<file path="src/hdl/cpu_config.svh">
`ifndef CPU_CONFIG_SVH
`define CPU_CONFIG_SVH

// one word size covers data, addresses and instructions
`define CPU_DATA_WIDTH 16

// sixteen registers and r0 always reads as zero
`define CPU_NUM_REGS 16
`define CPU_REG_ADDR_WIDTH 4

`define CPU_OPCODE_WIDTH 4

// both memories hold words and drop address bit 0
`define CPU_IMEM_WORDS 256
`define CPU_DMEM_WORDS 256

`endif

</file>
<file path="src/hdl/cpuPkg.sv">
`default_nettype none
`include "cpu_config.svh"

package cpuPkg;

  typedef logic [`CPU_DATA_WIDTH-1:0] wordT;
  typedef logic [`CPU_REG_ADDR_WIDTH-1:0] regAddrT;

  // listed in encoding order, 0 through 15
  typedef enum logic [`CPU_OPCODE_WIDTH-1:0] {
    OpAdd, OpSub, OpXor, OpRed, OpSll, OpSra, OpRor, OpPaddsb,
    OpLw, OpSw, OpLlb, OpLhb, OpB, OpBr, OpPcs, OpHlt
  } opcodeT;

  // condition field of B and BR
  typedef enum logic [2:0] {
    CondNe,  // Z clear
    CondEq,  // Z set
    CondGt,  // Z and N clear
    CondLt,  // N set
    CondGe,  // Z set or N clear
    CondLe,  // Z set or N set
    CondOv,  // V set
    CondUn   // always taken
  } condT;

  typedef enum logic [2:0] {
    AluAdd, AluSub, AluXor, AluSll, AluSra, AluRor
  } aluOpT;

endpackage

`default_nettype wire

</file>
<file path="src/hdl/fetchStage.sv">
`default_nettype none
`timescale 1ns/1ns
`include "cpu_config.svh"

module fetchStage (
  input  logic         clk,
  input  logic         rst,
  input  logic         imemWrEn,
  input  cpuPkg::wordT imemAddr,
  input  cpuPkg::wordT imemData,
  input  logic         stall,
  input  logic         branchTaken,
  input  cpuPkg::wordT branchTarget,
  output cpuPkg::wordT pc,
  output cpuPkg::wordT ifInst,
  output cpuPkg::wordT ifPcInc
);
  import cpuPkg::*;

  localparam int indexBits = $clog2(`CPU_IMEM_WORDS);

  wordT imem [`CPU_IMEM_WORDS];
  wordT inst;
  wordT pcInc;
  wordT pcNext;
  logic fetchHalt;

  always_ff @(posedge clk) begin
    if (imemWrEn) imem[imemAddr[indexBits:1]] <= imemData;  // program load
  end

  assign inst      = imem[pc[indexBits:1]];
  assign pcInc     = pc + wordT'(2);
  assign fetchHalt = (opcodeT'(inst[15:12]) == OpHlt);

  // a redirect from decode wins over the halt hold
  always_comb begin
    if (branchTaken) pcNext = branchTarget;
    else if (fetchHalt) pcNext = pc;
    else pcNext = pcInc;
  end

  always_ff @(posedge clk) begin
    if (rst) pc <= '0;
    else if (!stall) pc <= pcNext;
  end

  always_ff @(posedge clk) begin
    if (rst || branchTaken) begin
      ifInst  <= '0;  // the wrong-path word becomes a bubble
      ifPcInc <= '0;
    end else if (!stall) begin
      ifInst  <= inst;
      ifPcInc <= pcInc;
    end
  end

endmodule

`default_nettype wire

</file>
<file path="config.mk">
export PLATFORM = sky130hd
export DESIGN_NAME = fetchStage
export DESIGN_NICKNAME = d
export VERILOG_FILES = /design/src/hdl/cpuPkg.sv /design/src/hdl/fetchStage.sv
export VERILOG_INCLUDE_DIRS = /design/src /design/src/hdl
export SDC_FILE = /design/constraint.sdc
export NUM_CORES = 2
export LEC_CHECK = 0
export BUFFER_PORTS_ARGS = -buffer_cell sky130_fd_sc_hd__buf_2
export CAP_MARGIN = 20
export CELL_PAD_IN_SITES_DETAIL_PLACEMENT = 1
export CELL_PAD_IN_SITES_GLOBAL_PLACEMENT = 2
export CORE_ASPECT_RATIO = 1.2
export CORE_UTILIZATION = 52
export DETAILED_ROUTE_END_ITERATION = 6
export GPL_ROUTABILITY_DRIVEN = 0
export PLACE_DENSITY_LB_ADDON = 0.1
export SLEW_MARGIN = 20
export SYNTH_ARGS = -nofsm -noshare
export SYNTH_HDL_FRONTEND = slang
export SYNTH_SLANG_ARGS = --single-unit
</file>
<file path="constraint.sdc">
create_clock -name clk -period 4.84 [get_ports clk]
set_input_delay 0.968 -clock clk [delete_from_list [all_inputs] [get_ports clk]]
set_output_delay 0.968 -clock clk [all_outputs]
set_load 0.02 [all_outputs]
</file>
==> results.sh <==
export IMPL_cp_start_kind="register"
export IMPL_final_common_cell="edfxtp_1"
export IMPL_setup_violations_final=0
export IMPL_grt_max_degree=146
export IMPL_initial_core_util_pct=52.3
export IMPL_max_freq_mhz=211
export IMPL_holdCritPathClass="input pin to register"
export IMPL_crit_fanout=34
export IMPL_cts_sinks=4152
export IMPL_final_min_clock_period_ns=4.74
export IMPL_first_iter_violations=9263
export IMPL_synth_area_top_cells="edfxtp_1 77%, mux4_2 17%, nor2_1 0.78%"
export IMPL_hold_violations=0
export IMPL_cts_tree="yes"
export IMPL_dp_slack_ns=-0.257
export IMPL_dp_hpwl_mm=265
export IMPL_ys_seq_area_share_pct=77.8
export IMPL_hold_depth=3
export IMPL_die_x_um=508
export IMPL_placed_cells=11000
export IMPL_synth_edf_count=4096
export IMPL_drive_gt1_share_pct=32.9
export IMPL_grt_pass1_wl_mm=608
export IMPL_endpoint_kind="register"
export IMPL_yosys_area_top_type="edfxtp_1"
export IMPL_relSlewSlack_pct=20.6
export IMPL_remaining_drc_errors=0
export IMPL_fin_ws_ns=0.0984
export IMPL_dr_pass1_iters=5
export IMPL_synth_area_per_cell_um2=23.7
export IMPL_tightest_slew_ns=1.19
export IMPL_grt_total_usage_pct=28.3
export IMPL_clk_pin_slew_ns=0.07
export IMPL_ir_drop_uv=294
export IMPL_wl_per_cell_um=37.0
export IMPL_viasPerCell=6.50
export IMPL_drv_cap=0
export IMPL_ctsLongestPathBuffers=4
export IMPL_leakage_uw=0.0555
export IMPL_yosysUniqueCellTypes=65
export IMPL_io_buffers=92
export IMPL_syn_num_nets=6789
export IMPL_die_area_mm2=0.309
export IMPL_synth_area_mm2=0.160
export IMPL_reg2regPathDepth=15
export IMPL_synth_ff_type="edfxtp_1"
export IMPL_core_area_mm2=0.305
export IMPL_ios=101
export IMPL_fp_dieH_um=609
export IMPL_fin_cells=11700
export IMPL_routed_wl_mm=434
export IMPL_cp_data_arrival_time_ns=5.58
export IMPL_cts_root_buf="clkbuf_16"
export IMPL_synthCells=6735
export IMPL_ys_warnings_count=0
export IMPL_finalCritPeriodShare_pct=98.0
export IMPL_first_global_vias=79200
export IMPL_ctsHtreeMaxLevel=5
export IMPL_numCtsBuffers=406
export IMPL_antenna_found_initial=28
export IMPL_vias=76300
export IMPL_area_growth_syn_to_layout_pct=13.6
export IMPL_worstSkewPairLatency_ns=0.91
export IMPL_rsz0062_at_grt="no"
export IMPL_cts_setup_buffers=0
export IMPL_async_flop_share_pct=0
export IMPL_finalMaxSlewViolations=0
export IMPL_status="complete, no violations"
export IMPL_fin_nets=7427
export IMPL_num_rows=222
export IMPL_yosys_area_top_type_share_pct=77.1
export IMPL_required_ns=5.68
export IMPL_critPathKind="register to register"
export IMPL_final_antenna_net_count=0
export IMPL_powerDensity_mw_per_mm2=428
export IMPL_yosys_register_bits=4152
export IMPL_final_cell_mix="4,096 x edfxtp_1, 1,230 x mux4_2, 459 x buf_4"
export IMPL_gr_total_overflow=0
export IMPL_finClkSkew_ns=0.0496
power by group:
part / internal (uW) / leakage, uW / switching, uW / total [uW]
combinational: 2600 / 0.0118 / 3750 / 6350
clock: 18100 / 0.00639 / 13400 / 31500
sequential: 39600 / 0.0373 / 126 / 39700
repair_timing:
| action | in CTS | in global routing |
|---|---|---|
| gates cloned | 0 | 0 |
| hold buffers | 0 | 0 |
| resized for setup | 2 | 3 |
| setup endpoints to repair | 1 | 8 |
| pin swaps | 0 | 1 |
cells by family after synthesis:
group | count (synthesis) | share of synthesized area [%]
flops | 4152 | 77.8
mux | 1319 | 17.9
compound gates | 291 | 1.30
xor+xnor | 13 | 0.0714
simple gates | 565 | 1.56
fa+ha+maj | 1 | 0.00784
buf+inv | 394 | 1.33
worst paths after layout:
path | from | to | slack (ns)
worst max-delay path | register | register | 0.1
worst min-delay path | branchTarget[0] | pc[0] | 0.31
worst max register to register | register | register | 0.1
worst min register to register | ifPcInc[8] | ifPcInc[8] | 0.48
synthesized netlist by cell type (all sizes together), types with 11 or more instances:
cell type and count:
mux2i 81, and2 12, a21oi 64, nor4 11, buf 195, a211oi 12, a22oi 69, nand3 39
o21ai 17, clkbuf 195, dfxtp 56, nand4 13, a221oi 21, mux4 1230, nor2 333, a22o 18
edfxtp 4096, nand2 73, nor3 19, nand2b 11, o221ai 33, nor2b 20, o22ai 25
through the flow:
| stage | hold slack [ns] | TNS [ns] | power, uW | cell area, um2 | utilization, % |
|---|---|---|---|---|---|
| final | 0.309 | 0 | 77600 | 181000 | 59.4 |
| after CTS | 0.252 | 0 | 78100 | 181000 | 59.4 |
| after global routing | 0.305 | 0 | 79500 | 181000 | 59.4 |
| after detailed placement | 0.473 | -0.257 | 46900 | 168000 | 55.1 |
| after floorplan | 0.449 | 0 | 44000 | 160000 | - |
| after global placement | 0.466 | -4.18 | 46800 | 168000 | 55.1 |
worst max-delay path, cell delays in order (launching register included):
cell,delay [ns]
dfxtp_4,0.55
buf_12,0.21
buf_12,0.24
buf_4,0.39
mux4_2,0.30
a22oi_1,0.10
a21oi_2,0.38
nor4_1,0.10
buf_4,0.18
nor4_4,0.53
buf_4,0.21
nand4_1,0.09
buf_4,0.25
or3b_1,0.40
a31oi_1,0.40
buf_4,0.21
metal layers:
layer | GRT usage (%) | up-vias | wire length, um
met5 | 0 | - | 12
met4 | 8.38 | 2 | 13800
met3 | 3.59 | 594 | 29300
met2 | 46.9 | 3217 | 218000
met1 | 39.7 | 42300 | 173000
li1 | - | 30200 | -
area by class of cell:
type                       instances  area, um2
antenna                            7       17.5
multi-input combinational       2189      33500
clock inverter                   260       2510
timing repair buffer             620       5440
tap                             4032       5040
sequential                      4152     124000
fill                           24600     124000
inverter                           4       15.0
clock buffer                     470      10600
registers in the layout, indices dropped and copies added (netlist names), named ones only:
signal	count
imem	4096
ifInst	16
ifPcInc	16
pc	16
No activity file was read; power rests on OpenSTA's default activity.
