## src/hdl/cpu_config.svh

```systemverilog
`ifndef CPU_CONFIG_SVH
`define CPU_CONFIG_SVH

// one word size covers data, addresses and instructions
`define CPU_DATA_WIDTH 16

// sixteen registers and r0 always reads as zero
`define CPU_NUM_REGS 16
`define CPU_REG_ADDR_WIDTH 4

`define CPU_OPCODE_WIDTH 4

// both memories hold words and drop address bit 0
`define CPU_IMEM_WORDS 256
`define CPU_DMEM_WORDS 256

`endif

```

## src/hdl/cpuPkg.sv

```systemverilog
`default_nettype none
`include "cpu_config.svh"

package cpuPkg;

  typedef logic [`CPU_DATA_WIDTH-1:0] wordT;
  typedef logic [`CPU_REG_ADDR_WIDTH-1:0] regAddrT;

  // listed in encoding order, 0 through 15
  typedef enum logic [`CPU_OPCODE_WIDTH-1:0] {
    OpAdd, OpSub, OpXor, OpRed, OpSll, OpSra, OpRor, OpPaddsb,
    OpLw, OpSw, OpLlb, OpLhb, OpB, OpBr, OpPcs, OpHlt
  } opcodeT;

  // condition field of B and BR
  typedef enum logic [2:0] {
    CondNe,  // Z clear
    CondEq,  // Z set
    CondGt,  // Z and N clear
    CondLt,  // N set
    CondGe,  // Z set or N clear
    CondLe,  // Z set or N set
    CondOv,  // V set
    CondUn   // always taken
  } condT;

  typedef enum logic [2:0] {
    AluAdd, AluSub, AluXor, AluSll, AluSra, AluRor
  } aluOpT;

endpackage

`default_nettype wire

```

## src/hdl/memoryStage.sv

```systemverilog
`default_nettype none
`timescale 1ns/1ns
`include "cpu_config.svh"

module memoryStage (
  input  logic            clk,
  input  logic            rst,
  input  cpuPkg::wordT    memResult, memStoreData,
  input  cpuPkg::regAddrT memDst,
  input  logic            memWrite, memLoad, memStore,
  output logic            wbEn,
  output cpuPkg::regAddrT wbReg,
  output cpuPkg::wordT    wbData,
  output logic            wbHalt
);
  import cpuPkg::*;

  localparam int indexBits = $clog2(`CPU_DMEM_WORDS);

  wordT dmem [`CPU_DMEM_WORDS];
  wordT storeData, loadData, wbResult, wbLoadData;
  logic isHalt, storeBypass, wbIsLoad;

  assign isHalt = memLoad && memStore;  // only HLT sets both
  // a store right behind a load of its data register picks up the loaded word
  assign storeBypass = wbEn && wbIsLoad && (wbReg == memDst);
  assign storeData   = storeBypass ? wbData : memStoreData;
  assign loadData    = dmem[memResult[indexBits:1]];

  always_ff @(posedge clk) begin
    if (memStore && !memLoad) dmem[memResult[indexBits:1]] <= storeData;
  end

  always_ff @(posedge clk) begin
    if (rst) begin
      wbEn     <= 1'b0;
      wbIsLoad <= 1'b0;
      wbHalt   <= 1'b0;
    end else begin
      wbEn     <= memWrite && (memDst != '0);  // r0 writes stay out of the trace
      wbIsLoad <= memLoad && !memStore;
      if (isHalt) wbHalt <= 1'b1;  // stays set once HLT reaches writeback
    end
  end

  always_ff @(posedge clk) begin
    wbReg      <= memDst;
    wbResult   <= memResult;
    wbLoadData <= loadData;
  end

  assign wbData = wbIsLoad ? wbLoadData : wbResult;

endmodule

`default_nettype wire

```

## config.mk

```make
export PLATFORM = sky130hd
export DESIGN_NAME = memoryStage
export DESIGN_NICKNAME = d
export VERILOG_FILES = /design/src/hdl/cpuPkg.sv /design/src/hdl/memoryStage.sv
export VERILOG_INCLUDE_DIRS = /design/src /design/src/hdl
export SDC_FILE = /design/constraint.sdc
export NUM_CORES = 2
export LEC_CHECK = 0
export BUFFER_PORTS_ARGS = -buffer_cell sky130_fd_sc_hd__buf_2
export CAP_MARGIN = 10
export CORE_AREA = 8 8 568 570
export DETAILED_ROUTE_END_ITERATION = 10
export DIE_AREA = 0 0 576 578
export PLACE_DENSITY = 0.61
export SLEW_MARGIN = 20
export SYNTH_ARGS = -nofsm -noshare
export SYNTH_HDL_FRONTEND = slang
export SYNTH_SLANG_ARGS = --single-unit
```

## constraint.sdc

```tcl
create_clock -name clk -period 4.7 [get_ports clk]
set_input_delay 0.235 -clock clk [delete_from_list [all_inputs] [get_ports clk]]
set_output_delay 0.235 -clock clk [all_outputs]
set_load 0.1 [all_outputs]
```

==> summary.json <==
{
  "drv_slew": {"value": 0},
  "synth_warnings": {"value": 0},
  "vias_per_cell": {"value": 6.398},
  "fp-row-count": {"value": 206},
  "drcViolationCount": {"value": 0},
  "finalSetupViolations": {"value": 0},
  "cp.arrival": {"value": 4.85, "unit": "ns"},
  "placedCellCount": {"value": 11110},
  "ys_async_sr_fraction": {"value": 0, "unit": "%"},
  "total_via_count_after_detailed_routing": {"value": 76320},
  "post-layout-total-power": {"value": 76.31, "unit": "mW"},
  "clock_tree_from_tritoncts": {"value": "done"},
  "worst_path_largest_cell_delay": {"value": 1.04, "unit": "ns"},
  "end_kind": {"value": "register"},
  "rsz0062_at_grt": {"value": "no"},
  "timing.hold.worst.class": {"value": "primary input to register"},
  "fmax": {"value": 244.3, "unit": "MHz"},
  "post-route-period-util": {"value": 87.09, "unit": "%"},
  "hold_violations": {"value": 0},
  "dieHeight": {"value": 578, "unit": "µm"},
  "worstPathMaxFanout": {"value": 66},
  "gpl.final_weighted_congestion": {"value": 0.8196},
  "critical_path.n_buffers_inverters": {"value": 5},
  "io_pins": {"value": 63},
  "wire_length_of_the_first_global_routing_pass": {"value": 588100, "unit": "µm"},
  "worst_slew_margin_rel": {"value": 10.78, "unit": "%"},
  "gr-usage-all-layers": {"value": 24.65, "unit": "%"},
  "cts_sinks": {"value": 4135},
  "synth_enable_flop_cells": {"value": 4096},
  "flow.area_growth_from_synthesis": {"value": 14.63, "unit": "%"},
  "mappedNetlistArea": {"value": 156000, "unit": "µm²"},
  "multi_input_gate_area": {"value": 31080, "unit": "µm²"},
  "timing_worst_slew_pin_value": {"value": 1.338, "unit": "ns"},
  "clk_transition_reported_paths": {"value": 0.06, "unit": "ns"},
  "setup.worst_path.start_class": {"value": "primary input"},
  "numPortBuffers": {"value": 62},
  "hpwlAfterDp": {"value": 242800, "unit": "µm"},
  "final.setup.tns": {"value": 0, "unit": "ns"},
  "cts_inserted_buffers": {"value": 413},
  "postRouteWirelength": {"value": 415000, "unit": "µm"},
  "drive_gt1_share": {"value": 29.62, "unit": "%"},
  "syn-mean-instance-area": {"value": 23.02, "unit": "µm²"},
  "die_area": {"value": 332900, "unit": "µm²"},
  "clock-root-buffer": {"value": "clkbuf_16"},
  "grt_remaining_overflow": {"value": 0},
  "antenna_found_initial": {"value": 16},
  "post_cts.resized_instances": {"value": 0},
  "period_needed": {"value": 4.093, "unit": "ns"},
  "vdd.ir_drop.worst": {"value": 0.0003475, "unit": "V"},
  "dpl_worst_slack": {"value": 0.3720, "unit": "ns"},
  "critPathSlowestCell": {"value": "o41ai_1"},
  "initial_utilization": {"value": 49.76, "unit": "%"},
  "cap_violations": {"value": 0},
  "design.core.area": {"value": 313400, "unit": "µm²"},
  "cts_h_tree_lvls": {"value": 5},
  "via_count_of_the_first_global_routing_pass": {"value": 76890},
  "synthCells": {"value": 6774},
  "drt_pass1_iterations": {"value": 6},
  "grt_start_max_net_pins": {"value": 122},
  "placement.cell_area": {"value": 165200, "unit": "µm²"},
  "seq_area_frac_synth": {"value": 79.36, "unit": "%"},
  "p_leak": {"value": 55.49, "unit": "nW"},
  "finalInstanceArea": {"value": 178800, "unit": "µm²"},
  "route.antenna.remaining_nets": {"value": 0},
  "worst-setup-path-type": {"value": "primary input to register"},
  "instances_no_fill": {"value": 11930},
  "ys_ff_latch": {"value": 4135},
  "final.setup.worst_slack": {"value": 0.6066, "unit": "ns"},
  "clock_tree.buffer_depth": {"value": 4},
  "final_nets": {"value": 7445},
  "die-width": {"value": 576, "unit": "µm"},
  "sequential_cell_area": {"value": 123800, "unit": "µm²"},
  "holdBufCountCts": {"value": 38},
  "worstPathCellList": {"value": "dlygate4sd3_1 -> buf_12 -> buf_12 -> buf_4 -> mux4_2 -> a22oi_1 -> a21oi_1 -> o41ai_1 -> buf_4 -> nand4_1"},
  "cts.repair_timing.setup_buffer_count": {"value": 0},
  "outcome": {"value": "finished clean"},
  "clock_insertion_delay_worst_skew": {"value": 0.96, "unit": "ns"},
  "path_delay_family": {"value": "buffers and inverters"},
  "wl_per_cell": {"value": 34.79, "unit": "µm"},
  "drt_iter0_drc": {"value": 9576},
  "syn-num-nets": {"value": 6815},
  "count_of_unique_library_cells_instantiated_by_yosys": {"value": 27},
  "power_per_cell_area": {"value": 426.8, "unit": "nW/µm²"},
  "final.setup_skew": {"value": 0.05176, "unit": "ns"},
  "cp_data_required_time": {"value": 5.46, "unit": "ns"},
  "fillcell_total": {"value": 22810},
  "synthFlopType": {"value": "edfxtp_1"}
}
## Yosys cell counts, types with 2 or more instances
cell type | count | area (µm²)
xor2_1 | 3 | 26.28
nor2_1 | 261 | 979.7
buf_1 | 45 | 168.9
a21oi_1 | 257 | 1286
nor2b_1 | 7 | 43.79
mux2_2 | 32 | 360.4
a22oi_1 | 512 | 3844
nand2_1 | 30 | 112.6
mux4_2 | 1024 | 23060
edfxtp_1 | 4096 | 123000
dfxtp_1 | 39 | 780.8
buf_2 | 99 | 495.5
and2_1 | 2 | 12.51
nand3_1 | 4 | 20.02
nand2b_1 | 2 | 12.51
nand4_1 | 17 | 106.4
clkbuf_1 | 268 | 1006
buf_4 | 2 | 15.01
o41ai_1 | 64 | 560.5
nor3b_1 | 3 | 22.52
## registers in the layout (all words and copies together), names as in the netlist
| signal | count |
|---|---|
| dmem | 4096 |
| wbEn | 1 |
| wbHalt | 1 |
| wbIsLoad | 1 |
| wbLoadData | 16 |
| wbReg | 4 |
| wbResult | 16 |
## through the flow
| step | util, % | hold WS, ns |
|---|---|---|
| detailed placement | 52.72 | 0.3421 |
| global route | 57.03 | 0.03090 |
| floorplan | - | 0.2627 |
| CTS | 57.02 | 0.01134 |
| global placement | 52.71 | 0.3389 |
| finish | 57.04 | 0.05677 |
## layer usage
metal	vias up	GRT usage [%]	part of all wire [%]
li1	30480	-	-
met1	41390	34.64	39
met2	3822	39.84	48
met3	621	4.363	8.7
met4	2	7.821	3.6
met5	-	0	0.0031
## cells by family (layout without fill, tap and decap cells)
kind of cell           Yosys count  after routing  synth area share (%)
flip-flops                    4135           4135                 79.36
multiplexers                  1056           1056                 15.02
buffers and inverters          415           1389                 1.088
XOR/XNOR                         4              4               0.02247
AO/OA/AOI/OAI                  833            833                 3.649
AND/OR/NAND/NOR                331            331                0.8608
other                            0             20                     0
## cell usage in the layout, fill, tap and decap left out, types with 5 or more instances in the layout
master / instances
clkinvlp_4: 12
clkbuf_1: 85
clkbuf_16: 417
buf_4: 462
inv_6: 9
clkbuf_8: 11
o41ai_2: 32
buf_2: 60
mux2_2: 16
nand4_1: 17
nand2_2: 15
buf_12: 69
mux2_8: 16
dfxtp_1: 38
clkinv_2: 86
nor2_1: 258
inv_16: 5
mux4_2: 1024
dlygate4sd3_1: 38
clkinv_1: 90
clkinv_8: 6
edfxtp_1: 4096
a22oi_1: 512
diode_2: 20
o41ai_1: 32
a21oi_1: 256
bufinv_16: 31
nand2_1: 13
## worst register-to-register path, cell delays in order, from the launching register on
cell     delay [ns]
dfxtp_1        0.34
xor2_1         0.15
nor3_1         0.08
nand4_1        0.09
buf_4          0.58
mux2_8         0.82
buf_4          0.81
## where the power goes
part           total [mW]  switching, mW  internal, mW
clock network        32.0           13.9          18.2
logic                3.60           2.37          1.23
registers            40.7         0.0894          40.6
total                76.3           16.3          60.0
## final cells by class
type | instances | share of cell area [%]
sequential | 4135 | 69.24
multi-input combinational | 2224 | 17.38
clock buffer | 513 | 6.100
timing repair buffer | 630 | 3.102
tap | 4160 | 2.911
clock inverter | 246 | 1.237
antenna | 20 | 0.02799
## final timing paths
path                 start  cells after the start             end  slack, ns
max           memResult[1]                     10  wbLoadData[13]       0.61
min           memResult[2]                      2     wbResult[2]       0.06
min reg2reg  dmem[147][14]                      5  wbLoadData[14]       0.89
max reg2reg       wbReg[3]                      6    dmem[95][10]       1.56
Note: power is estimated with default switching activity, not from simulation.
