===== config.mk =====
export PLATFORM = sky130hd
export DESIGN_NAME = executeStage
export DESIGN_NICKNAME = d
export VERILOG_FILES = /design/src/hdl/cpuPkg.sv /design/src/hdl/executeStage.sv
export VERILOG_INCLUDE_DIRS = /design/src /design/src/hdl
export SDC_FILE = /design/constraint.sdc
export NUM_CORES = 1
export LEC_CHECK = 0
export BUFFER_PORTS_ARGS = -buffer_cell sky130_fd_sc_hd__clkbuf_2
export CORE_ASPECT_RATIO = 1.2
export CORE_MARGIN = 2
export CORE_UTILIZATION = 30
export CTS_BUF_LIST = sky130_fd_sc_hd__clkbuf_8
export DETAILED_ROUTE_END_ITERATION = 8
export HOLD_SLACK_MARGIN = 0.02
export PLACE_DENSITY = 0.55
export SYNTH_ARGS = -nofsm -noshare
export SYNTH_HDL_FRONTEND = slang
export SYNTH_SLANG_ARGS = --single-unit

===== constraint.sdc =====
create_clock -name clk -period 8.4 [get_ports clk]
set_input_delay 0.42 -clock clk [delete_from_list [all_inputs] [get_ports clk]]
set_output_delay 0.42 -clock clk [all_outputs]
set_load 0.005 [all_outputs]

===== src/hdl/cpu_config.svh =====
`ifndef CPU_CONFIG_SVH
`define CPU_CONFIG_SVH

// one word size covers data, addresses and instructions
`define CPU_DATA_WIDTH 16

// sixteen registers and r0 always reads as zero
`define CPU_NUM_REGS 16
`define CPU_REG_ADDR_WIDTH 4

`define CPU_OPCODE_WIDTH 4

// both memories hold words and drop address bit 0
`define CPU_IMEM_WORDS 256
`define CPU_DMEM_WORDS 256

`endif


===== src/hdl/cpuPkg.sv =====
`default_nettype none
`include "cpu_config.svh"

package cpuPkg;

  typedef logic [`CPU_DATA_WIDTH-1:0] wordT;
  typedef logic [`CPU_REG_ADDR_WIDTH-1:0] regAddrT;

  // listed in encoding order, 0 through 15
  typedef enum logic [`CPU_OPCODE_WIDTH-1:0] {
    OpAdd, OpSub, OpXor, OpRed, OpSll, OpSra, OpRor, OpPaddsb,
    OpLw, OpSw, OpLlb, OpLhb, OpB, OpBr, OpPcs, OpHlt
  } opcodeT;

  // condition field of B and BR
  typedef enum logic [2:0] {
    CondNe,  // Z clear
    CondEq,  // Z set
    CondGt,  // Z and N clear
    CondLt,  // N set
    CondGe,  // Z set or N clear
    CondLe,  // Z set or N set
    CondOv,  // V set
    CondUn   // always taken
  } condT;

  typedef enum logic [2:0] {
    AluAdd, AluSub, AluXor, AluSll, AluSra, AluRor
  } aluOpT;

endpackage

`default_nettype wire


===== src/hdl/executeStage.sv =====
`default_nettype none
`timescale 1ns/1ns

module executeStage (
  input  logic            clk,
  input  logic            rst,
  input  cpuPkg::wordT    idInst, idPcInc, idSrc1, idSrc2,
  input  cpuPkg::regAddrT idSrc2Reg,
  input  logic            idWrite, idMemRead, idMemWrite,
  input  cpuPkg::aluOpT   idAluOp,
  input  logic            idSetsZ, idSetsVN, idUseImm, idAddrCalc,
  input  logic            wbEn,
  input  cpuPkg::regAddrT wbReg,
  input  cpuPkg::wordT    wbData,
  output logic            flagZ, flagV, flagN,
  output cpuPkg::regAddrT exDst,
  output logic            exWrite, exIsLoad, exSetsFlags,
  output cpuPkg::wordT    memResult, memStoreData,
  output cpuPkg::regAddrT memDst,
  output logic            memWrite, memLoad, memStore
);
  import cpuPkg::*;

  opcodeT  op;
  regAddrT src1Reg;
  logic    fwdMemA, fwdMemB, fwdWbA, fwdWbB;
  wordT    opA, opB, aluA, aluB, aluOut, result;
  logic [2*$bits(wordT)-1:0] rotWide;
  logic    aluV;

  assign op          = opcodeT'(idInst[15:12]);
  assign src1Reg     = idInst[7:4];
  assign exDst       = idInst[11:8];
  assign exWrite     = idWrite;
  assign exIsLoad    = idMemRead && !idMemWrite;
  assign exSetsFlags = idSetsZ;

  // a load in memory holds only its address, so it is never a forwarding source
  assign fwdMemA = memWrite && !memLoad && memDst != '0 && memDst == src1Reg;
  assign fwdMemB = memWrite && !memLoad && memDst != '0 && memDst == idSrc2Reg;
  assign fwdWbA  = wbEn && wbReg == src1Reg;  // wbEn is never set for r0
  assign fwdWbB  = wbEn && wbReg == idSrc2Reg;
  assign opA = fwdMemA ? memResult : (fwdWbA ? wbData : idSrc1);
  assign opB = fwdMemB ? memResult : (fwdWbB ? wbData : idSrc2);

  assign aluA = idAddrCalc ? {opA[15:1], 1'b0} : opA;
  assign aluB = idAddrCalc ? {{11{idInst[3]}}, idInst[3:0], 1'b0} :
                idUseImm   ? {12'h000, idInst[3:0]} : opB;
  assign rotWide = {aluA, aluA} >> aluB[3:0];

  always_comb begin
    aluV = 1'b0;
    case (idAluOp)
      AluAdd: begin
        aluOut = aluA + aluB;
        aluV   = (aluA[15] == aluB[15]) && (aluOut[15] != aluA[15]);
      end
      AluSub: begin
        aluOut = aluA - aluB;
        aluV   = (aluA[15] != aluB[15]) && (aluOut[15] != aluA[15]);
      end
      AluXor:  aluOut = aluA ^ aluB;
      AluSll:  aluOut = aluA << aluB[3:0];
      AluSra:  aluOut = $signed(aluA) >>> aluB[3:0];
      AluRor:  aluOut = rotWide[15:0];
      default: aluOut = '0;
    endcase
  end

  // LLB and LHB keep the other byte of the destination, read on the second port
  always_comb begin
    case (op)
      OpLlb:   result = {opB[15:8], idInst[7:0]};
      OpLhb:   result = {idInst[7:0], opB[7:0]};
      OpPcs:   result = idPcInc;
      default: result = aluOut;
    endcase
  end

  always_ff @(posedge clk) begin
    if (rst) begin
      flagZ <= 1'b0;
      flagV <= 1'b0;
      flagN <= 1'b0;
    end else begin
      if (idSetsZ) flagZ <= (aluOut == '0);
      if (idSetsVN) begin
        flagV <= aluV;
        flagN <= aluOut[15];
      end
    end
  end

  always_ff @(posedge clk) begin
    if (rst) begin
      memWrite <= 1'b0;
      memLoad  <= 1'b0;
      memStore <= 1'b0;
    end else begin
      memWrite <= idWrite;
      memLoad  <= idMemRead;
      memStore <= idMemWrite;
    end
    memResult    <= result;
    memStoreData <= opB;
    memDst       <= idInst[11:8];
  end

endmodule

`default_nettype wire


==> impl_metrics.json <==
{
  "tns_ns": 0,
  "drt_iter0_markers": 846,
  "crit_chain": "or4_4 > nand3b_4 > or2_1 > a311oi_2 > buf_4 > inv_1 > ha_1 > inv_1 > fa_1 > nor2b_1 > o21ai_0 > a21o_1 > a2111oi_0 > o31ai_1 > mux2i_1 > a21oi_1 > a2111o_1 > nor4_1 > nand2_1 > nor4_1 > and4_1 > a32o_1",
  "critPathMaxStageDelay_ns": 0.73,
  "ys_types": 92,
  "synth_area_leaders": "dfxtp_1, nand2_1, ha_1",
  "grt_overflow": 0,
  "antenna_cells": 0,
  "skew_ns": 0.00410,
  "drcViolationCount": 0,
  "fin_crit_ns": 6.40,
  "grt_pass1_wl_mm": 50.3,
  "port_buffers": 149,
  "syn_to_final_growth_pct": 14.5,
  "synth.top_cell.area_share_pct": 12.4,
  "hold_violations": 0,
  "insertion_delay_ns": 0.30,
  "num_vias": 8702,
  "synth_seq_area_share_pct": 12.4,
  "antenna_found_initial": 0,
  "viasPerCell": 6.34,
  "crit_path_max_fanout": 24,
  "fin_crit_sh_pct": 76.2,
  "ant_nets": 0,
  "path_depth": 22,
  "final_cell_count_no_fill": 1373,
  "netlist_top_cells_count": "nand2_1, o21ai_0, nand3_1, nor2_1, a21oi_1",
  "end_kind": "flip-flop",
  "layout-drive-gt1-share_pct": 20.5,
  "critPathBufInv": 3,
  "path_delay_family": "simple AND/OR/NAND/NOR gates",
  "hp-class": "in -> reg",
  "postCtsHoldBufs": 0,
  "cp.arrival_ns": 6.65,
  "syn_nets": 1131,
  "drt-wirelength-per-cell_um": 25.0,
  "cp-start-kind": "flip-flop",
  "rows": 60,
  "fmax_mhz": 156,
  "drtPass1Iterations": 6,
  "yosysWarnings": 0,
  "worst-r2r-cell-count": 22,
  "yosysMostFrequentCell": "nand2_1",
  "cts_setup_buffers": 0,
  "clk_pin_slew_ns": 0.09,
  "cts_resized": 0,
  "cts_buffers": 5,
  "clk_path_buf_depth": 2,
  "synth-seq-cells": 42,
  "critPathKind": "reg -> reg",
  "placed_area_mm2": 0.00769,
  "hold_ws_ns": 0.235,
  "dpl_worst_slack_ns": 1.95,
  "slew_headroom_pct": 12.0,
  "core_mm2": 0.0224,
  "synth-edff-count": 0,
  "grt_max_degree": 46,
  "power.density_mw_per_mm2": 131,
  "hold_depth": 1,
  "synth_top_area_cell": "dfxtp_1",
  "track_usage_pct": 27.4,
  "syn_area_mm2": 0.00681,
  "synth_ff_type": "dfxtp_1",
  "fin_area_mm2": 0.00780,
  "io-pin-count": 150,
  "maxCapViolCount": 0,
  "setup_viol": 0,
  "crit_required_ns": 8.65,
  "power_mw": 1.02,
  "slowest_stage": "or2_1",
  "nNetsFinal": 1228,
  "finalWorstSetupSlack_ns": 2.00,
  "syn_avg_cell_area_um2": 6.84,
  "start_util_pct": 30.4,
  "synthArstFlopShare_pct": 0,
  "fp.dieW_um": 142,
  "run_status": "finished clean",
  "vdd_ir_drop_max_uv": 68.5,
  "htree_levels": 2,
  "drt_wl_total_mm": 34.4,
  "final-max-slew-violation-count": 0,
  "tritoncts": "done",
  "hpwl_mm": 26.8,
  "grt_pass1_vias": 8271,
  "clock_tree.root_cell": "clkbuf_8",
  "die-area_mm2": 0.0239,
  "synthCells": 996,
  "cts_sinks": 42,
  "tightestPinTransition_ns": 1.31,
  "rsz0062_at_grt": "false",
  "dpl.cell_count": 1365,
  "routabilityCongestion": 1.03,
  "leakagePower_nw": 3.31,
  "fin_util_pct": 34.9,
  "die_h_um": 169
}
-- power by group --
| part | leakage (nW) | total, mW | internal (mW) | switching, mW |
|---|---|---|---|---|
| Sequential | 0.352 | 0.247 | 0.224 | 0.0231 |
| Clock | 0.0556 | 0.165 | 0.0876 | 0.0778 |
| Combinational | 2.90 | 0.609 | 0.214 | 0.395 |
-- kinds of logic after synthesis --
kind of cell	Yosys count	share of synthesized area (%)
xor gates and xnor gates	25	3.22
buffers and inverters	119	7.77
AOI/OAI and AO/OA	361	36.6
adders and majority gates	34	6.47
DFF	42	12.4
and+or+nand+nor	369	26.4
muxes	46	7.11
-- worst paths after layout --
kind,startpoint,to,slack (ns)
hold / removal,idInst[8],memDst[0]$_DFF_P_,0.23
hold reg to reg,flagV$_SDFFE_PP0P_,flagV$_SDFFE_PP0P_,0.49
setup / recovery,memDst[1]$_DFF_P_,flagZ$_SDFFE_PP0P_,2.00
setup reg to reg,memDst[1]$_DFF_P_,flagZ$_SDFFE_PP0P_,2.00
-- routing by layer --
layer  wire length (µm)  track usage, %  vias up
met5                  0               0        -
met4               2300            16.7        0
met3               2970            3.99      108
met2              15800            45.5      529
met1              13300            33.4     4103
li1                   -               -     3962
-- cell usage in the layout (no fill, tap or decap), types with 6 or more instances in the layout --
master,instances
a221o_1,7
o21ai_1,17
o21bai_1,7
buf_4,20
a311oi_1,6
clkbuf_2,149
a31oi_1,22
dfxtp_1,42
nand3_1,64
ha_1,32
nor3_1,51
o31ai_1,6
inv_1,35
mux2_2,9
o211ai_1,17
o221ai_1,12
mux2i_1,36
a21o_1,18
a21boi_0,6
o31a_1,7
a32oi_1,8
a211oi_1,16
nor2b_1,12
nor4_1,9
nand4_1,10
nor2_1,62
o21ai_0,75
a21oi_1,60
xnor2_1,20
nand2_1,113
a22oi_1,10
o2111ai_1,6
and3_1,11
-- layout make-up --
| class | count | area (µm²) |
|---|---|---|
| Fill cell | 2462 | 14600 |
| Multi-Input combinational cell | 835 | 5450 |
| Timing Repair Buffer | 169 | 896 |
| Sequential cell | 42 | 841 |
| Tap cell | 279 | 349 |
| Inverter | 40 | 153 |
| Clock buffer | 5 | 68.8 |
| Clock inverter | 3 | 41.3 |
-- sequential cells by signal, indices dropped and copies added, names as in the netlist --
| signal | count |
|---|---|
| memLoad | 1 |
| memStoreData | 16 |
| memDst | 4 |
| memWrite | 1 |
| memResult | 16 |
| flagV | 1 |
| memStore | 1 |
| flagN | 1 |
| flagZ | 1 |
Power figures use the tool's default switching activity.
