==> src/hdl/cpu_config.svh <==
`ifndef CPU_CONFIG_SVH
`define CPU_CONFIG_SVH

// one word size covers data, addresses and instructions
`define CPU_DATA_WIDTH 16

// sixteen registers and r0 always reads as zero
`define CPU_NUM_REGS 16
`define CPU_REG_ADDR_WIDTH 4

`define CPU_OPCODE_WIDTH 4

// both memories hold words and drop address bit 0
`define CPU_IMEM_WORDS 256
`define CPU_DMEM_WORDS 256

`endif

==> src/hdl/cpuPkg.sv <==
`default_nettype none
`include "cpu_config.svh"

package cpuPkg;

  typedef logic [`CPU_DATA_WIDTH-1:0] wordT;
  typedef logic [`CPU_REG_ADDR_WIDTH-1:0] regAddrT;

  // listed in encoding order, 0 through 15
  typedef enum logic [`CPU_OPCODE_WIDTH-1:0] {
    OpAdd, OpSub, OpXor, OpRed, OpSll, OpSra, OpRor, OpPaddsb,
    OpLw, OpSw, OpLlb, OpLhb, OpB, OpBr, OpPcs, OpHlt
  } opcodeT;

  // condition field of B and BR
  typedef enum logic [2:0] {
    CondNe,  // Z clear
    CondEq,  // Z set
    CondGt,  // Z and N clear
    CondLt,  // N set
    CondGe,  // Z set or N clear
    CondLe,  // Z set or N set
    CondOv,  // V set
    CondUn   // always taken
  } condT;

  typedef enum logic [2:0] {
    AluAdd, AluSub, AluXor, AluSll, AluSra, AluRor
  } aluOpT;

endpackage

`default_nettype wire

==> src/hdl/registerFile.sv <==
`default_nettype none
`timescale 1ns/1ns
`include "cpu_config.svh"

module registerFile (
  input  logic            clk,
  input  logic            rst,
  input  cpuPkg::regAddrT rdAddr1, rdAddr2, wrAddr,
  input  logic            wrEn,
  input  cpuPkg::wordT    wrData,
  output cpuPkg::wordT    rdData1, rdData2
);
  import cpuPkg::*;

  wordT regs [`CPU_NUM_REGS];

  // the writeback value shows up on a read of the same register this cycle
  function automatic wordT readPort(regAddrT addr);
    if (addr == '0) return '0;
    if (wrEn && addr == wrAddr) return wrData;
    return regs[addr];
  endfunction

  always_ff @(posedge clk) begin
    if (rst) begin
      for (int i = 0; i < `CPU_NUM_REGS; i++) regs[i] <= '0;
    end else if (wrEn && wrAddr != '0) begin
      regs[wrAddr] <= wrData;
    end
  end

  always_comb begin
    rdData1 = readPort(rdAddr1);
    rdData2 = readPort(rdAddr2);
  end

endmodule

`default_nettype wire

==> config.mk <==
export PLATFORM = sky130hd
export DESIGN_NAME = registerFile
export DESIGN_NICKNAME = d
export VERILOG_FILES = /design/src/hdl/cpuPkg.sv /design/src/hdl/registerFile.sv
export VERILOG_INCLUDE_DIRS = /design/src /design/src/hdl
export SDC_FILE = /design/constraint.sdc
export NUM_CORES = 1
export LEC_CHECK = 0
export ABC_CLOCK_PERIOD_IN_PS = 1900
export BUFFER_PORTS_ARGS = -buffer_cell sky130_fd_sc_hd__clkbuf_2
export CORE_UTILIZATION = 25
export DETAILED_ROUTE_END_ITERATION = 6
export MAX_ROUTING_LAYER = met4
export SYNTH_ARGS = -nofsm -noshare
export SYNTH_HDL_FRONTEND = slang
export SYNTH_SLANG_ARGS = --single-unit
==> constraint.sdc <==
create_clock -name clk -period 1.9 [get_ports clk]
set_input_delay 0.38 -clock clk [delete_from_list [all_inputs] [get_ports clk]]
set_output_delay 0.38 -clock clk [all_outputs]
set_load 0.05 [all_outputs]
==> impl_metrics.toml, run 1 <==
[outcome]
status = "complete, but fails checks"
violations = "negative setup slack"

[clock_tree]
numCtsBuffers = 26
clockRootBuffer = "clkbuf_16"
cts_tree = "done"
post-cts-setup-buffers = 0
clkSlewWorstSetupHoldPaths_ns = 0.06
ctsLongestPathBuffers = 3
cts_sinks = 256
ctsHtreeMaxLevel = 1

[place]
dpl-instance-area_sq_um = 17700
pre_cts_slack_ns = -0.5905
dp_hpwl_um = 32230
port_buffers = 62
dpl.cell_count = 1892
gp_congestion = 0.9234

[worst_hold_path]
hold-path-cell-count = 2
min_to = "regs[7][0]"
hp-class = "primary input to flop"
hp-start = "wrData[0]"

[yosys]
synthTopCellsByArea = "edfxtp_1 54%, and2_1 11%, mux4_2 10%, mux2i_1 9.1%, o22ai_1 2.8%"
synthTopCellsByCount = "256 x edfxtp_1, 240 x and2_1, 128 x mux2i_1"
syn_avg_cell_area_sq_um = 13.52
yosys_warnings = 0
synth_most_common_cell = "edfxtp_1"
synth-seq-cells = 256
synthXorXnorAreaFrac = 0.004954
yosysSeqAreaShare = 0.5435
yosys.area.top_type_share = 0.5435
syn-cell-area_sq_um = 14140
async_flop_share = 0
synth-adder-area-share = 0
synth_ff_type = "edfxtp_1"
synth_top_family_by_area = "multiplexers"
synth_area_leader_cell = "edfxtp_1"
synth-simple-area-share = 0.1426
synth_mux_area_frac = 0.1941
synth_cells = 1046
synth_edf_count = 256
synth-compound-area-share = 0.07625
ys_types = 34

[timing]
worst_slack_ns = -0.7844
period_minus_slack_ns = 2.684
hold_viol = 0
finalCritPeriodShare = 1.413
relSlewSlack = 0.6666
fmax_mhz = 372.5
tns_ns = -17.46
finalMaxSlewViolations = 0
setup_viol = 32
tightestPinTransition_ns = 0.5000
rsz0062_at_grt = "true"

[drt]
dr.pass1.iters = 5
wire_per_inst_um = 21.84
drc = 0
routed_wl_um = 42300
num_vias = 9295
vias_per_cell = 4.799
drtIter0Drc = 655
route.antenna.remaining_nets = 0

[finish]
finalNonFillerCells = 1937
top_register = "regs"
area_growth_pct = 33.08
drive_gt1_frac = 0.3687
largest_reg_flops = 256
nNetsFinal = 1203
reg_top3 = "regs (256)"
stdcell_area_sq_um = 18820

[pwr]
pwr-share-clk = 0.358
switchingPower_w = 0.004099
vdd_drop_max_v = 0.0006278
p_per_area_nw_per_um2 = 823.4
p_seq_frac = 0.434
power.leakage_nw = 6.707
p_int_w = 0.01140
comb_power_share = 0.209
swShare = 0.2645
design_power_total_w = 0.01550

[global_route]
grt_max_degree = 31
antenna_found_initial = 1
grt_overflow = 0
grt_pass1_vias = 9789
track_usage = 0.1526
grt_pass1_wl_um = 63500

[worst_setup_path]
critPathMaxFanout = 2
critPathArrivalTime_ns = 2.30
path_delay_family = "multiplexers"
worst_path_max_delay_cell = "mux4_2"
start_kind = "flop"
crit_path_end_kind = "output pin"
path_cells = "mux4_2 > mux2_4 > a211oi_4 > a21oi_4 > buf_12"
cpPeakStageDelay_ns = 0.49
critPathKind = "flop to output pin"
critPathBufInv = 1
cp.required_ns = 1.52

[die]
coreArea_sq_um = 55520
die_area_sq_um = 57540
die_w_um = 239.9
start_util = 0.2548
row_count = 86
ios = 63
die_h_um = 239.9

[flow_run]
maxCapViolCount = 0
-- layer usage --
metal  GRT usage  share of wire  routed length, um  vias up
li1            -              -                  -     4247
met1      0.1887           0.43              18050     4790
met2      0.2658           0.52              21790      203
met3     0.01642          0.038               1609       55
met4     0.03822          0.020                849        0
met5           -              0                  0        -
-- worst max path at each step --
stage / depth (start not counted) / from / endpoint / slack, ns
detailed placement: 6 / rdAddr2[0] / rdData2[2] / -0.59
finish: 5 / regs[14][14] / rdData1[14] / -0.78
floorplan: 7 / rdAddr2[0] / rdData2[10] / -0.22
CTS: 5 / regs[14][14] / rdData1[14] / -0.81
global route: 5 / regs[14][14] / rdData1[14] / -0.85
global placement: 8 / rdAddr2[2] / rdData2[14] / -0.57
-- layout by cell type, fill, tap and decap left out, types with 16 or more instances in the layout --
| cell | instances |
|---|---|
| o22ai_1 | 18 |
| or2_2 | 17 |
| buf_12 | 65 |
| conb_1 | 16 |
| o22ai_2 | 46 |
| nand3_1 | 30 |
| mux2i_1 | 126 |
| edfxtp_1 | 256 |
| buf_4 | 91 |
| clkbuf_16 | 27 |
| clkbuf_2 | 26 |
| o31ai_1 | 32 |
| a31oi_4 | 30 |
| and2_1 | 240 |
| mux4_2 | 64 |
| a211oi_4 | 23 |
-- stage by stage --
stage | util | hold WS, ns
6_report | 0.3390 | 0.1961
3_3_place_gp | 0.3189 | 0.7539
2_1_floorplan | - | 0.5782
4_1_cts | 0.3373 | 0.1777
5_1_grt | 0.3390 | 0.2105
3_5_place_dp | 0.3189 | 0.7530
-- final cells by class --
type | instances | area (sq um)
sequential | 256 | 7687
clock inverter | 12 | 205.2
multi-input combinational | 703 | 7157
timing repair buffer | 185 | 2142
fill | 5442 | 36700
tap | 748 | 935.9
clock buffer | 32 | 694.4
antenna | 1 | 2.502
-- what timing repair did --
item                       CTS  global route
setup endpoints to repair   32            32
hold buffers                 0             0
resized for setup           19            15
pin swaps                   34             3
-- power by group through the flow --
stage | Combinational, W | Clock, W | Sequential [W]
2_1_floorplan | 0.00190 | 0 | 0.00677
3_3_place_gp | 0.00311 | 0 | 0.00681
3_5_place_dp | 0.00313 | 0 | 0.00684
4_1_cts | 0.00321 | 0.00564 | 0.00672
5_1_grt | 0.00337 | 0.00585 | 0.00676
6_report | 0.00323 | 0.00555 | 0.00672
-- kinds of logic (layout without fill, tap and decap cells) --
logic type | count (synthesis) | in the layout
other cells | 1 | 17
buf+inv | 102 | 229
xor+xnor | 8 | 8
simple gates | 325 | 325
flops | 256 | 256
mux | 194 | 194
compound gates | 160 | 160
Power figures use the tool's default switching activity.
==> inputs of run 2 (changes only) <==
--- a/config.mk
+++ b/config.mk
@@ -6,8 +6,8 @@
 export SDC_FILE = /design/constraint.sdc
 export NUM_CORES = 1
 export LEC_CHECK = 0
-export ABC_CLOCK_PERIOD_IN_PS = 1900
 export BUFFER_PORTS_ARGS = -buffer_cell sky130_fd_sc_hd__clkbuf_2
+export CAP_MARGIN = 20
 export CORE_UTILIZATION = 25
 export DETAILED_ROUTE_END_ITERATION = 6
 export MAX_ROUTING_LAYER = met4
==> constraint.sdc (replaced) <==
create_clock -name clk -period 2.48 [get_ports clk]
set_input_delay 0.496 -clock clk [delete_from_list [all_inputs] [get_ports clk]]
set_output_delay 0.496 -clock clk [all_outputs]
set_load 0.05 [all_outputs]
==> run 2 against run 1 <==
Compared with the run above:
- the run still ends with negative setup slack left
- sequential share of layout area decreased by 0.21 points
- count of clock-buffer cells in the layout shrank 3
- design area increased by 0.51%
- combinational power down 25%
- hold slack better by 0.15 ns
- total power decreased by 27%
- via count is 2.6% higher
- sequential power decreased by 23%
==> impl_metrics.toml, run 2 (synthesized netlist as in run 1, its figures left out) <==
[outcome]
status = "complete, but fails checks"
violations = "negative setup slack"

[die]
row_count = 86
die_area_sq_um = 57540
die_h_um = 239.9
ios = 63
coreArea_sq_um = 55520
start_util = 0.2548
die_w_um = 239.9

[timing]
tightestPinTransition_ns = 0.5239
fmax_mhz = 356.2
setup_viol = 32
whs_ns = 0.3437
rsz0062_at_grt = "true"
finalMaxSlewViolations = 0
worst_slack_ns = -0.3273
hold_viol = 0
finalCritPeriodShare = 1.132
relSlewSlack = 0.6507
period_minus_slack_ns = 2.807

[clock_tree]
clkSlewWorstSetupHoldPaths_ns = 0.07
ctsHtreeMaxLevel = 1
numCtsBuffers = 26
clockRootBuffer = "clkbuf_16"
holdBufCountCts = 0
cts_sinks = 256
ctsLongestPathBuffers = 3
cts_tree = "done"

[worst_setup_path]
cp.required_ns = 1.98
critPathArrivalTime_ns = 2.31
crit_path_end_kind = "output pin"
critPathMaxFanout = 2
critPathKind = "flop to output pin"
start_kind = "flop"

[pwr]
design_power_total_w = 0.01138
switchingPower_w = 0.003248
swShare = 0.2855
comb_power_share = 0.214
power.leakage_nw = 6.680
vdd_drop_max_v = 0.0005598
p_int_w = 0.008129
p_per_area_nw_per_um2 = 601.3
p_seq_frac = 0.453
pwr-share-clk = 0.333

[drt]
dr.pass1.iters = 5
route.antenna.remaining_nets = 0
vias_per_cell = 4.875
drtIter0Drc = 747
wire_per_inst_um = 22.40
num_vias = 9535
drc = 0
routed_wl_um = 43820

[place]
dp_hpwl_um = 32170
dpl-instance-area_sq_um = 16680
gp_congestion = 0.8710
port_buffers = 62

[finish]
nNetsFinal = 1221
mostFrequentLayoutCells = "256 x edfxtp_1, 240 x and2_1, 112 x mux2i_1"
final_core_util = 0.3408
n_antenna_cell = 0
largest_reg_flops = 256
reg_top3 = "regs (256)"
layout_commonest_cell = "edfxtp_1"
stdcell_area_sq_um = 18920
area_growth_pct = 33.76
drive_gt1_frac = 0.3874
nFillCells = 5372
top_register = "regs"

[global_route]
grt_pass1_vias = 10050
antenna_found_initial = 0
track_usage = 0.1583
grt_max_degree = 20
grt_pass1_wl_um = 66100
grt_overflow = 0

[worst_hold_path]
hp-class = "primary input to flop"

[flow_run]
maxCapViolCount = 0
[run 2: cell count changes in the layout (fill, tap and decap cells not counted), sizes merged]
| cell | before | now |
|---|---|---|
| diode | 1 | 0 |
| inv | 0 | 1 |
| bufinv | 6 | 1 |
| clkbuf | 58 | 65 |
| clkinv | 6 | 13 |
| buf | 159 | 166 |
| bufbuf | 0 | 1 |
| clkinvlp | 0 | 2 |
[run 2: layer usage]
layer	routed length, um	global-route usage	up-vias	part of all wire
met5	0	-	-	0
met4	1179	0.04864	0	0.027
met3	2032	0.02503	72	0.046
met2	22410	0.2727	274	0.51
met1	18200	0.1897	4906	0.42
li1	-	-	4283	-
[run 2: worst paths after layout]
| path | depth (start not counted) | to | slack [ns] | from |
|---|---|---|---|---|
| worst min-delay path | 2 | regs[5][0] | 0.34 | wrData[0] |
| worst max-delay path | 5 | rdData2[14] | -0.33 | regs[8][14] |
[run 2: cell type report]
class / instances / area, sq um / area share
Tap cell: 748 / 935.9 / 0.04946
Multi-Input combinational cell: 703 / 7266 / 0.3840
Clock buffer: 29 / 661.9 / 0.03498
Timing Repair Buffer: 203 / 2236 / 0.1182
Sequential cell: 256 / 7687 / 0.4063
Clock inverter: 17 / 133.9 / 0.007076
[run 2: what timing repair did]
item | 4_1_cts | 5_1_grt
gates cloned | 2 | 0
pin swaps | 70 | 16
gates resized for setup | 200 | 55
setup buffers | 15 | 2
endpoints found under the setup margin | 32 | 32
[run 2: per-stage QoR]
stage,instances,setup slack (ns),TNS (ns)
5_1_grt,1956,-0.3779,-4.824
3_5_place_dp,1898,-0.4960,-9.711
4_1_cts,1958,-0.3560,-4.077
6_report,1956,-0.3273,-3.602
2_1_floorplan,1061,-0.1337,-0.1582
3_3_place_gp,1898,-0.4923,-9.347
[run 2: power groups by stage]
stage               clock network (W)  logic, W  registers [W]
finish                        0.00379   0.00243        0.00516
floorplan                           0   0.00129        0.00519
detailed placement                  0   0.00199        0.00524
global placement                    0   0.00197        0.00522
global route                  0.00399   0.00253        0.00518
CTS                           0.00383   0.00235        0.00515
[run 2: worst max-delay path, stage by stage (launching register included)]
cell and delay [ns]:
edfxtp_1 0.42, mux4_2 0.48, mux2_4 0.31, a211oi_4 0.25, a21oi_4 0.12, buf_8 0.17
==> inputs of run 3 (changes only) <==
--- a/config.mk
+++ b/config.mk
@@ -11,6 +11,7 @@
 export CORE_UTILIZATION = 25
 export DETAILED_ROUTE_END_ITERATION = 6
 export MAX_ROUTING_LAYER = met4
+export PLACE_DENSITY = 0.45
 export SYNTH_ARGS = -nofsm -noshare
 export SYNTH_HDL_FRONTEND = slang
 export SYNTH_SLANG_ARGS = --single-unit
==> run 3 against run 2 <==
Compared with the run above:
- maximum frequency down 0.13%
- design area up 1.5%
- worst setup slack got worse by 0.0038 ns
- largest power group unchanged
- highest routed layer unchanged
- global-route usage is 1.9 points higher
- count of clock-buffer cells in the layout increased by 4
- the flow finishes with violations (design-rule violations, negative setup slack)
==> impl_metrics.toml, run 3 (synthesized netlist as in run 1, its figures left out) <==
[outcome]
status = "complete, but fails checks"
violations = "design-rule violations, negative setup slack"

[worst_setup_path]
crit_path_end_kind = "output pin"
critPathMaxFanout = 2
endpoint = "rdData2[14]"
start_kind = "flop"
critPathKind = "flop to output pin"
crit_start = "regs[14][14]"
critPathArrivalTime_ns = 2.32
cp.required_ns = 1.98

[timing]
relSlewSlack = 0.6233
finalMaxSlewViolations = 0
worst_slack_ns = -0.3311
rsz0062_at_grt = "true"
setup_viol = 32
fmax_mhz = 355.7
period_minus_slack_ns = 2.811
tightestPinTransition_ns = 0.5603
whs_ns = 0.3964
hold_viol = 0
finalCritPeriodShare = 1.133

[clock_tree]
cts_tree = "done"
holdBufCountCts = 0
ctsLongestPathBuffers = 3
clkSlewWorstSetupHoldPaths_ns = 0.06
ctsHtreeMaxLevel = 1
numCtsBuffers = 29
cts_sinks = 256
clockRootBuffer = "clkbuf_16"

[drt]
vias_per_cell = 4.862
num_vias = 9632
routed_wl_um = 49020
route.antenna.remaining_nets = 0
dr.pass1.iters = 7
wire_per_inst_um = 24.75
drtIter0Drc = 782
drc = 1

[flow_run]
maxCapViolCount = 0

[finish]
final_core_util = 0.3459
area_growth_pct = 35.77
layout_commonest_cell = "edfxtp_1"
stdcell_area_sq_um = 19200
n_antenna_cell = 0
nFillCells = 5446
nNetsFinal = 1242
reg_top3 = "regs (256)"
mostFrequentLayoutCells = "256 x edfxtp_1, 240 x and2_1, 120 x mux2i_1"
largest_reg_flops = 256
top_register = "regs"
drive_gt1_frac = 0.3836

[place]
dpl-instance-area_sq_um = 17100
gp_congestion = 0.8510
dp_hpwl_um = 35230
port_buffers = 62

[die]
ios = 63
die_w_um = 239.9
die_h_um = 239.9
die_area_sq_um = 57540
coreArea_sq_um = 55520
row_count = 86
start_util = 0.2548

[pwr]
vdd_drop_max_v = 0.0005604
p_per_area_nw_per_um2 = 634.2
power.leakage_nw = 6.875
design_power_total_w = 0.01218

[global_route]
grt_pass1_vias = 9799
grt_max_degree = 28
track_usage = 0.1776
grt_overflow = 0
antenna_found_initial = 1
grt_pass1_wl_um = 71490

[worst_hold_path]
hp-class = "primary input to flop"
[run 3: worst min path at each step]
stage | startpoint | endpoint | cells after the start
3_5_place_dp | wrData[14] | regs[2][14] | 2
4_1_cts | wrData[14] | regs[3][14] | 2
5_1_grt | wrData[8] | regs[15][8] | 2
6_report | wrData[1] | regs[11][1] | 2
3_3_place_gp | wrData[14] | regs[2][14] | 2
2_1_floorplan | wrData[0] | regs[1][0] | 1
[run 3: area by class of cell]
class                   instances  area [sq um]  share of cell area
flip-flops and latches        256          7687              0.4003
clock buffers                  33         740.7             0.03857
multi-input cells             703          7133              0.3714
well taps                     748         935.9             0.04873
clock inverters                20         216.5             0.01127
repair buffers                221          2491              0.1297
[run 3: power by group]
group | switching [W] | internal [W]
registers | 0.000134 | 0.00502
clock network | 0.00180 | 0.00264
logic | 0.00142 | 0.00116
[run 3: stage by stage]
stage | setup TNS (ns) | std cells | setup WS, ns
floorplan | -0.1582 | 1061 | -0.1337
global placement | -11.06 | 1919 | -0.4732
detailed placement | -10.92 | 1919 | -0.4905
CTS | -5.445 | 1981 | -0.3507
global route | -6.439 | 1981 | -0.3937
finish | -4.703 | 1981 | -0.3311
[run 3: critical path, stage by stage, from the launching register on]
cell      delay, ns
edfxtp_1       0.43
mux4_2         0.49
mux2_4         0.31
a211oi_4       0.24
a21oi_4        0.10
buf_12         0.18
[run 3: per-layer routing]
| metal | wire [um] | track usage | vias to the layer above |
|---|---|---|---|
| li1 | - | - | 4335 |
| met3 | 2082 | 0.01963 | 56 |
| met2 | 23770 | 0.2905 | 261 |
| met4 | 920 | 0.04150 | 0 |
| met5 | 0 | - | - |
| met1 | 22260 | 0.2359 | 4980 |
[run 3: repair_timing]
action | 4_1_cts | 5_1_grt
pin swaps | 67 | 7
buffers inserted | 7 | 1
gates cloned | 3 | 0
setup endpoints to repair | 32 | 32
endpoints found under the hold margin | 0 | 0
gates resized for setup | 176 | 18
